$ cat config.mk
export PLATFORM = sky130hd
export DESIGN_NAME = rdpath_top
export DESIGN_NICKNAME = d
export VERILOG_FILES = /design/src/verilog/rdpath_pkg.sv /design/src/verilog/rdpath_top.sv /design/src/verilog/input_mux.sv /design/src/verilog/sysreg_decode.sv /design/src/verilog/irq_cell.sv
export SDC_FILE = /design/constraint.sdc
export NUM_CORES = 1
export LEC_CHECK = 0
export CAP_MARGIN = 15
export CORE_AREA = 2 2 66 68
export DETAILED_ROUTE_END_ITERATION = 10
export DIE_AREA = 0 0 68 70
export DONT_BUFFER_PORTS = 1
export PLACE_DENSITY = 0.74
export SLEW_MARGIN = 20
export SYNTH_ARGS = -nofsm -noshare
export SYNTH_HDL_FRONTEND = slang
export SYNTH_SLANG_ARGS = --single-unit
$ cat constraint.sdc
create_clock -name clk -period 3.95 [get_ports clk]
set_input_delay 0.79 -clock clk [delete_from_list [all_inputs] [get_ports clk]]
set_output_delay 0.79 -clock clk [all_outputs]
set_load 0.03 [all_outputs]
$ cat src/verilog/rdpath_pkg.sv
package rdpath_pkg;

   // ========================================
   // Widths
   // ========================================

   localparam int XLEN    = 32; // Data and address width
   localparam int NUM_IRQ = 5;  // Software, timer, external, time incr, retired instr

   // Region field in the address
   localparam int REGION_MSB = 30;
   localparam int REGION_LSB = 27;

   // ========================================
   // Region codes, addr[30:27]
   // ========================================

   localparam logic [3:0] REGION_IO      = 4'b1100; // External input port
   localparam logic [3:0] REGION_MIP     = 4'b1101;
   localparam logic [3:0] REGION_MIE     = 4'b1110;
   localparam logic [3:0] REGION_MSTATUS = 4'b1111;
   // Anything else goes to SRAM

   // ========================================
   // Bit positions
   // ========================================

   // Same layout in MIP and MIE, indexed by source number
   localparam int IRQ_POS [NUM_IRQ] = '{3, 7, 11, 16, 17};

   localparam int MSTATUS_MIE_POS  = 3;
   localparam int MSTATUS_MPIE_POS = 7;
   localparam int MSTATUS_MPP_POS [2] = '{11, 12}; // Hardwired to machine mode

   // Bus strobe from the master, one cycle per access
   typedef struct packed {
      logic            stb;   // Access strobe
      logic            we;    // Write enable
      logic [XLEN-1:0] addr;
      logic [XLEN-1:0] wdata;
   } bus_req_t;

   // Registered read result, one cycle after the strobe
   typedef struct packed {
      logic            valid;
      logic [XLEN-1:0] data;
   } rd_rsp_t;

endpackage
$ cat src/verilog/rdpath_top.sv
`timescale 1ns/1ps

module rdpath_top import rdpath_pkg::*; (
   input  logic               clk,
   input  logic               rst,
   input  bus_req_t           req,
   input  logic [XLEN-1:0]    sram_data,
   input  logic [XLEN-1:0]    io_data,
   input  logic [NUM_IRQ-1:0] irq_event,  // One pulse line per source
   output rd_rsp_t            rsp,
   output logic               sysreg_ack,
   output logic               irq_req
);

   // Decoder to cells
   logic [NUM_IRQ-1:0] en_wr;
   logic [NUM_IRQ-1:0] pend_wr;
   logic [NUM_IRQ-1:0] wbits;

   // Cells to mux and decoder
   logic [NUM_IRQ-1:0] irq_enable;
   logic [NUM_IRQ-1:0] irq_pending;

   logic mstatus_mie;
   logic mstatus_mpie;

   // ========================================
   // Write decode and MSTATUS
   // ========================================

   sysreg_decode sysreg_decode_i (
      .clk          (clk),
      .rst          (rst),
      .req          (req),
      .irq_enable   (irq_enable),
      .irq_pending  (irq_pending),
      .en_wr        (en_wr),
      .pend_wr      (pend_wr),
      .wbits        (wbits),
      .mstatus_mie  (mstatus_mie),
      .mstatus_mpie (mstatus_mpie),
      .sysreg_ack   (sysreg_ack),
      .irq_req      (irq_req)
   );

   // ========================================
   // Interrupt cells
   // ========================================

   // Index order follows IRQ_POS
   for (genvar i = 0; i < NUM_IRQ; i++) begin : g_irq
      irq_cell irq_cell_i (
         .clk       (clk),
         .rst       (rst),
         .irq_event (irq_event[i]),
         .en_wr     (en_wr[i]),
         .pend_wr   (pend_wr[i]),
         .wbit      (wbits[i]),
         .enable    (irq_enable[i]),
         .pending   (irq_pending[i])
      );
   end

   // Read side
   input_mux input_mux_i (
      .clk          (clk),
      .rst          (rst),
      .req          (req),
      .sram_data    (sram_data),
      .io_data      (io_data),
      .irq_enable   (irq_enable),
      .irq_pending  (irq_pending),
      .mstatus_mie  (mstatus_mie),
      .mstatus_mpie (mstatus_mpie),
      .rsp          (rsp)
   );

endmodule

$ cat src/verilog/input_mux.sv
`timescale 1ns/1ps

module input_mux import rdpath_pkg::*; (
   input  logic               clk,
   input  logic               rst,
   input  bus_req_t           req,
   input  logic [XLEN-1:0]    sram_data,   // SRAM read data
   input  logic [XLEN-1:0]    io_data,     // External input port
   input  logic [NUM_IRQ-1:0] irq_enable,
   input  logic [NUM_IRQ-1:0] irq_pending,
   input  logic               mstatus_mie,
   input  logic               mstatus_mpie,
   output rd_rsp_t            rsp
);

   // ========================================
   // Register words
   // ========================================

   logic [XLEN-1:0] mip_word;
   logic [XLEN-1:0] mie_word;
   logic [XLEN-1:0] mstatus_word;

   // Scatter cell bits to their architectural positions
   always_comb begin
      mip_word = '0;
      mie_word = '0;
      for (int i = 0; i < NUM_IRQ; i++) begin
         mip_word[IRQ_POS[i]] = irq_pending[i];
         mie_word[IRQ_POS[i]] = irq_enable[i];
      end
   end

   // MPP reads as machine mode, all else zero
   always_comb begin
      mstatus_word                      = '0;
      mstatus_word[MSTATUS_MIE_POS]     = mstatus_mie;
      mstatus_word[MSTATUS_MPIE_POS]    = mstatus_mpie;
      mstatus_word[MSTATUS_MPP_POS[0]]  = 1'b1;
      mstatus_word[MSTATUS_MPP_POS[1]]  = 1'b1;
   end

   // ========================================
   // Source select
   // ========================================

   logic [3:0]      region;
   logic [XLEN-1:0] sel_data;
   logic            rd_stb;

   assign region = req.addr[REGION_MSB:REGION_LSB];
   assign rd_stb = req.stb & ~req.we; // Writes get no response

   always_comb begin
      unique case (region)
         REGION_IO:      sel_data = io_data;
         REGION_MIP:     sel_data = mip_word;
         REGION_MIE:     sel_data = mie_word;
         REGION_MSTATUS: sel_data = mstatus_word;
         default:        sel_data = sram_data; // Lower regions are all SRAM
      endcase
   end

   // ========================================
   // Response register
   // ========================================

   logic            rsp_valid;
   logic [XLEN-1:0] rsp_data;

   // Valid follows every read strobe by exactly one cycle
   always_ff @(posedge clk) begin
      if (rst) begin
         rsp_valid <= 1'b0;
      end else begin
         rsp_valid <= rd_stb;
      end
   end

   // Data held between reads
   always_ff @(posedge clk) begin
      if (rd_stb) begin
         rsp_data <= sel_data;
      end
   end

   assign rsp = '{valid: rsp_valid, data: rsp_data};

endmodule

$ cat src/verilog/sysreg_decode.sv
`timescale 1ns/1ps

module sysreg_decode import rdpath_pkg::*; (
   input  logic               clk,
   input  logic               rst,
   input  bus_req_t           req,
   input  logic [NUM_IRQ-1:0] irq_enable,  // Gathered from the cells
   input  logic [NUM_IRQ-1:0] irq_pending, // Gathered from the cells
   output logic [NUM_IRQ-1:0] en_wr,       // MIE write strobe per cell
   output logic [NUM_IRQ-1:0] pend_wr,     // MIP write strobe per cell
   output logic [NUM_IRQ-1:0] wbits,       // Write data at IRQ_POS
   output logic               mstatus_mie,
   output logic               mstatus_mpie,
   output logic               sysreg_ack,
   output logic               irq_req
);

   // ========================================
   // Region decode
   // ========================================

   logic [3:0] region;
   logic       hit_mip;
   logic       hit_mie;
   logic       hit_mstatus;
   logic       wr;

   assign region = req.addr[REGION_MSB:REGION_LSB];

   assign hit_mip     = (region == REGION_MIP);
   assign hit_mie     = (region == REGION_MIE);
   assign hit_mstatus = (region == REGION_MSTATUS);

   assign wr = req.stb & req.we; // Any write strobe

   // Registers answer in the strobe cycle, no wait states
   assign sysreg_ack = req.stb & (hit_mip | hit_mie | hit_mstatus);

   // ========================================
   // Cell write steering
   // ========================================

   // Same strobe to every cell, each takes its own data bit
   assign en_wr   = {NUM_IRQ{wr & hit_mie}};
   assign pend_wr = {NUM_IRQ{wr & hit_mip}};

   for (genvar i = 0; i < NUM_IRQ; i++) begin : g_wbits
      assign wbits[i] = req.wdata[IRQ_POS[i]]; // Pick bit at source position
   end

   // ========================================
   // MSTATUS
   // ========================================

   // Only MIE and MPIE are writable
   // MPP is constant and lives in the read mux
   always_ff @(posedge clk) begin
      if (rst) begin
         mstatus_mie  <= 1'b0;
         mstatus_mpie <= 1'b0;
      end else if (wr && hit_mstatus) begin
         mstatus_mie  <= req.wdata[MSTATUS_MIE_POS];
         mstatus_mpie <= req.wdata[MSTATUS_MPIE_POS];
      end
   end

   // ========================================
   // Interrupt request
   // ========================================

   logic any_armed;

   // Some source both enabled and pending
   assign any_armed = |(irq_enable & irq_pending);

   // Gated by the global enable, purely from register state
   assign irq_req = mstatus_mie & any_armed;

endmodule

$ cat src/verilog/irq_cell.sv
`timescale 1ns/1ps

module irq_cell (
   input  logic clk,
   input  logic rst,
   input  logic irq_event, // Set pulse from the source
   input  logic en_wr,     // MIE write strobe
   input  logic pend_wr,   // MIP write strobe
   input  logic wbit,      // Write data bit at this source's position
   output logic enable,
   output logic pending
);

   // Enable flop, software owned
   always_ff @(posedge clk) begin
      if (rst) begin
         enable <= 1'b0;
      end else if (en_wr) begin
         enable <= wbit;
      end
   end

   // Pending flop
   // An event in the same cycle as a write of zero wins
   always_ff @(posedge clk) begin
      if (rst) begin
         pending <= 1'b0;
      end else if (irq_event) begin
         pending <= 1'b1; // Set has priority
      end else if (pend_wr) begin
         pending <= wbit; // Software may set or clear
      end
   end

endmodule

==> metrics, run 1 <==
result of the run=completed; post-synth top area cell=edfxtp_1; prevailing post-synth register cell=edfxtp_1; VDD IR max=0.000143 V; via count=1,345; final setup fails=0; Starting Density=0.482; area grow syn2layout=4.14%; synthesized instance count=155; post-CTS sizing=0; worst-path fanout max=3; max-cap viol count=0; routability cong.=0.742; die area=0.00476 sq mm; fin crit share=0.603; crit start category=flop; Worst Hold Class=reg -> reg; post-synthesis register bit count=45; routed wire length=4860 um; remaining global-route overflow=0; commonest non-fill, non-tap cells in the layout=32 x edfxtp_1, 26 x a22o_1, 13 x a21oi_1, 13 x dfxtp_1, 9 x o21ai_1; setup TNS=0 ns; first-pass GRT wire length=7040 um; port bufs=0; largest net degree at the start of global routing=36; Lkg Pwr=0.666 nW; Post-route DRC=0; CTS Buf Count=5; chip height=70 um; register area share after synthesis=0.612; WL/cell=24.0 um; endpoints failing hold=0; hold-fix buffers at CTS=0; share of post-route cells with drive strength above 1=0.100; Starting DRT DRC Count=118; fmax=420 MHz; Syn Nets=292; Placed Cells incl. Taps=194; clock transition at the registers of the reported paths=0.08 ns; CTS tree=done; Post-DRT Antenna Nets=0; max_slew headroom=0.315; Mean Syn Cell Area=12.9 sq um; clock latency on the worst-skew pair=0.29 ns; Ys Warns=0; area of the mapped netlist=0.00200 sq mm; initial antenna violation count=0; Crit path arrival time=1.59 ns; antenna diode instance count=0; nets=286; total global-route track usage=0.201; ys async rst share=0; H-tree depth=2; Vias/cell=6.66; number of distinct library cells after synthesis=32; pwr dens=454 mW/mm^2; Synth top area share=0.481; 1st-pass router iterations=4; clk sinks=45; number of I/O pins=172; post-DP HPWL=3580 um; buffer count from post-CTS setup fixing=0; number of core rows=24; Critical Path End Type=primary output; Horiz. Die Dim=68 um; Worst-Margin Slew=1.02 ns; CP Data Required Time=3.16 ns; fin. max-slew vios=0; clock skew=0.00356 ns; number of flops mapped to enable cells by yosys=32; top post-synthesis cells by area=edfxtp_1 48%, dfxtp_1 13%, a22o_1 11%; kind of critical path=reg -> out; Final Non-Filler Cells=202; vias in the first global route=1,408; commonest non-fill, non-tap cell in the layout=edfxtp_1; final worst path period need=2.38 ns; Clock Tree Buf Depth=2; RSZ-0062 raised after global routing=no; core area=0.00414 sq mm; Root Driver=clkbuf_8
-- critical path: stages (launching register included) --
cell and delay, ns:
dfxtp_1 0.36, a22oi_1 0.12, a21boi_0 0.82
-- logic make-up after synthesis --
| logic type | count (synthesis) | synth area share |
|---|---|---|
| AO/OA/AOI/OAI | 68 | 0.236 |
| buffers and inverters | 13 | 0.0413 |
| flip-flops | 45 | 0.612 |
| multiplexers | 6 | 0.0445 |
| AND/OR/NAND/NOR | 23 | 0.0664 |
-- registers in the layout, indices dropped and copies added, names as in the netlist --
| signal | cells |
|---|---|
| g_irq.irq_cell_i.enable | 5 |
| g_irq.irq_cell_i.pending | 5 |
| input_mux_i.rsp_data | 32 |
| input_mux_i.rsp_valid | 1 |
| sysreg_decode_i.mstatus_mie | 1 |
| sysreg_decode_i.mstatus_mpie | 1 |
-- per-stage QoR --
step                      hold WS [ns]  power, mW  cell area (sq um)  utilization  setup WS [ns]
final                            0.489      0.943               2080        0.502           1.57
after global routing             0.521      0.982               2080        0.502           1.48
after CTS                        0.489      0.951               2080        0.501           1.59
after detailed placement         0.479      0.675               1990        0.479           1.62
after global placement           0.463      0.669               1990        0.479           1.64
after floorplan                  0.451      0.664               2000            -           1.26
-- path summary, 6_finish.rpt --
path | start | cells past startpoint | to | slack, ns
setup / recovery | g_irq[2].irq_cell_i.pending$_SDFFE_PP0P_ | 2 | irq_req | 1.57
hold / removal | g_irq[3].irq_cell_i.pending$_SDFFE_PP0P_ | 2 | g_irq[3].irq_cell_i.pending$_SDFFE_PP0P_ | 0.49
setup reg to reg | g_irq[1].irq_cell_i.pending$_SDFFE_PP0P_ | 2 | input_mux_i.rsp_data[7]$_DFFE_PP_ | 2.65
hold reg to reg | g_irq[3].irq_cell_i.pending$_SDFFE_PP0P_ | 2 | g_irq[3].irq_cell_i.pending$_SDFFE_PP0P_ | 0.49
-- Yosys cell counts (3+ instances only) --
cell type and instances:
a31oi_1 5, edfxtp_1 32, o21ai_0 7, nor2b_1 3, nand3_1 5, buf_6 3, nand2_1 6, buf_2 3
a21oi_1 13, clkbuf_1 5, a22o_1 26, o21ai_1 9, nand4_1 3, dfxtp_1 13
-- layout make-up --
type / instances / area [sq um]
Clock buffer: 5 / 68.8
Clock inverter: 3 / 21.3
Fill cell: 406 / 2060
Tap cell: 52 / 65.1
Multi-Input combinational cell: 97 / 703
Sequential cell: 45 / 1220
-- power breakdown --
part | leakage [nW] | switching (mW) | internal (mW) | total (mW)
clock network | 0.0445 | 0.155 | 0.125 | 0.280
logic | 0.222 | 0.0335 | 0.0309 | 0.0644
registers | 0.399 | 0.0586 | 0.540 | 0.598
-- metal layers --
layer | GRT usage | routed length, um
met1 | 0.215 | 1820
met2 | 0.326 | 2330
met3 | 0.108 | 639
met4 | 0.0778 | 61
met5 | 0 | 0
(Power assumes the default switching activity.)
==> run 2, diff against run 1 <==
==> constraint.sdc (replaced) <==
create_clock -name clk -period 2.38 [get_ports clk]
set_input_delay 0.476 -clock clk [delete_from_list [all_inputs] [get_ports clk]]
set_output_delay 0.476 -clock clk [all_outputs]
set_load 0.03 [all_outputs]
==> run 2 against run 1 <==
Routed wire length increased by 0.10%. Critical path depth grew 1. Global-route usage barely moved. Total power grew 87%. Count of clock-buffer cells in the layout unchanged. Clock skew is 0.0017 ns lower. Worst hold slack got worse by 0.25 ns. Sequential power up 66%. Register-to-register slack worse by 1.6 ns. Core utilization increased by 1.9 points. Highest routed layer unchanged.
==> metrics, run 2 (synthesis gave the netlist of run 1 again) <==
Post-DRT Antenna Nets=0 (unchanged); Lkg Pwr=0.714 nW (+7.2%); largest registers=input_mux_i.rsp_data x32, g_irq.irq_cell_i.enable x5, g_irq.irq_cell_i.pending x5; clock transition at the registers of the reported paths=0.08 ns (about the same); result of the run=completed; Worst path depth=3 (+1); clock latency on the worst-skew pair=0.29 ns (about the same); final setup fails=0 (unchanged); post-CTS sizing=0 (unchanged); fmax=565 MHz; Worst Setup EP=irq_req; remaining global-route overflow=0 (unchanged); flop-to-flop setup slack=1.08 ns (-1.57 ns); Critical Path End Type=primary output; Top delay family on crit path=compound AO/OA/AOI/OAI gates; number of core rows=24 (unchanged); Post-route DRC=0 (unchanged); Horiz. Die Dim=68 um (unchanged); Worst Hold Class=in -> reg; internal power=1.37 mW (+96%); Final Non-Filler Cells=207 (+2.5%); clock skew=0.00183 ns (-0.00173 ns); pwr dens=819 mW/mm^2 (+81%); Setup crit start=g_irq[1].irq_cell_i.pending$_SDFFE_PP0P_; Starting DRT DRC Count=132 (+12%); clock share of power=0.376 (+0.079); Starting Density=0.482 (unchanged); via count=1,367 (+1.6%); Vias/cell=6.60 (-0.82%); hold slack=0.244 ns (-0.245 ns); vias in the first global route=1,401 (-0.50%); CTS Buf Count=5 (unchanged); CTS tree=done; H-tree depth=2 (unchanged); core area=0.00414 sq mm (unchanged); largest net degree at the start of global routing=28 (-22%); fill count=363 (-11%); nets=291 (+1.7%); VDD IR max=0.000323 V (+130%); chip height=70 um (unchanged); crit start category=flop; port bufs=0 (unchanged); WL/cell=23.5 um (-2.3%); routed wire length=4860 um (+0.10%); Final Power=1.77 mW (+87%); FF-to-FF path depth=2 (unchanged); endpoints failing hold=0 (unchanged); routability cong.=0.758 (+2.1%); max reg flops=32 (unchanged); Crit path arrival time=1.29 ns (-0.30 ns); max_slew headroom=0.691 (+0.376); total global-route track usage=0.201 (about the same); first-pass GRT wire length=7090 um (+0.78%); commonest non-fill, non-tap cell in the layout=edfxtp_1; crit path cell chain=a222oi_1 > a21boi_0 > buf_4; die area=0.00476 sq mm (unchanged); reg2reg start=sysreg_decode_i.mstatus_mie$_SDFFE_PP0P_; post-DP HPWL=3590 um (+0.34%); share of post-route cells with drive strength above 1=0.123 (+0.0226); Flop pwr share=0.562 (-0.072); Placed Cells incl. Taps=199 (+2.6%); Clock Tree Buf Depth=2 (unchanged); RSZ-0062 raised after global routing=no; fin crit share=0.743; setup TNS=0 ns (unchanged); hold-fix buffers at CTS=0 (unchanged); Worst-Margin Slew=0.462 ns (-0.556 ns); Largest Register=input_mux_i.rsp_data; antenna diode instance count=0 (unchanged); Critical-path top delay cell=dfxtp_1; fin. max-slew vios=0 (unchanged); worst-path fanout max=3 (unchanged); initial antenna violation count=0 (unchanged); clk sinks=45 (unchanged); number of I/O pins=172 (unchanged); area grow syn2layout=8.08%; commonest non-fill, non-tap cells in the layout=32 x edfxtp_1, 26 x a22o_1, 13 x a21oi_1, 13 x dfxtp_1, 9 x o21ai_1; slowest stage delay, CP=0.34 ns (-0.48 ns); combinational share of power=0.063 (-0.005); 1st-pass router iterations=4 (unchanged); CP Data Required Time=1.90 ns (-1.26 ns); Buf+Inv Stages, Crit Path=1 (+1); buffer count from post-CTS setup fixing=0 (unchanged); final worst path period need=1.77 ns; hold path cells=1 (-1); Reg-to-Reg End=input_mux_i.rsp_data[3]$_DFFE_PP_; switching share of power=0.226 (-0.0354); P_sw=0.400 mW (+62%); max-cap viol count=0 (unchanged); kind of critical path=reg -> out; Root Driver=clkbuf_8
run 2: worst min-delay path by stage:
stage	startpoint	end	slack (ns)
4_1_cts	rst	g_irq[2].irq_cell_i.pending$_SDFFE_PP0P_	0.23
3_5_place_dp	g_irq[3].irq_cell_i.pending$_SDFFE_PP0P_	g_irq[3].irq_cell_i.pending$_SDFFE_PP0P_	0.48
2_1_floorplan	sysreg_decode_i.mstatus_mpie$_SDFFE_PP0P_	sysreg_decode_i.mstatus_mpie$_SDFFE_PP0P_	0.45
3_3_place_gp	sysreg_decode_i.mstatus_mpie$_SDFFE_PP0P_	sysreg_decode_i.mstatus_mpie$_SDFFE_PP0P_	0.45
5_1_grt	rst	sysreg_decode_i.mstatus_mie$_SDFFE_PP0P_	0.22
6_report	rst	g_irq[3].irq_cell_i.pending$_SDFFE_PP0P_	0.24
run 2: layout make-up:
class	count	area (sq um)	area share
Sequential cell	45	1220	0.566
Multi-Input combinational cell	97	701	0.325
Clock buffer	5	68.8	0.0319
Clock inverter	3	65.1	0.0301
Tap cell	52	65.1	0.0301
Timing Repair Buffer	5	37.5	0.0174
run 2: power groups by stage:
stage	registers [mW]	logic (mW)	clock network, mW
after floorplan	1.00	0.100	0
after detailed placement	1.01	0.112	0
after global placement	1.01	0.105	0
after global routing	0.999	0.123	0.716
final	0.993	0.111	0.664
after CTS	0.994	0.112	0.679
run 2: through the flow:
stage / util / instance area [sq um] / worst slack, ns
2_1_floorplan: - / 2000 / 0.00537
3_3_place_gp: 0.489 / 2020 / 0.913
3_5_place_dp: 0.489 / 2020 / 0.862
4_1_cts: 0.521 / 2160 / 0.606
5_1_grt: 0.521 / 2160 / 0.492
6_report: 0.521 / 2160 / 0.611
run 2: metal layers:
metal,vias up,track usage,part of all wire
met3,5,0.108,0.14
met2,96,0.319,0.46
met1,647,0.235,0.39
met4,0,0.0467,0.0095
li1,619,-,-
met5,-,0,0
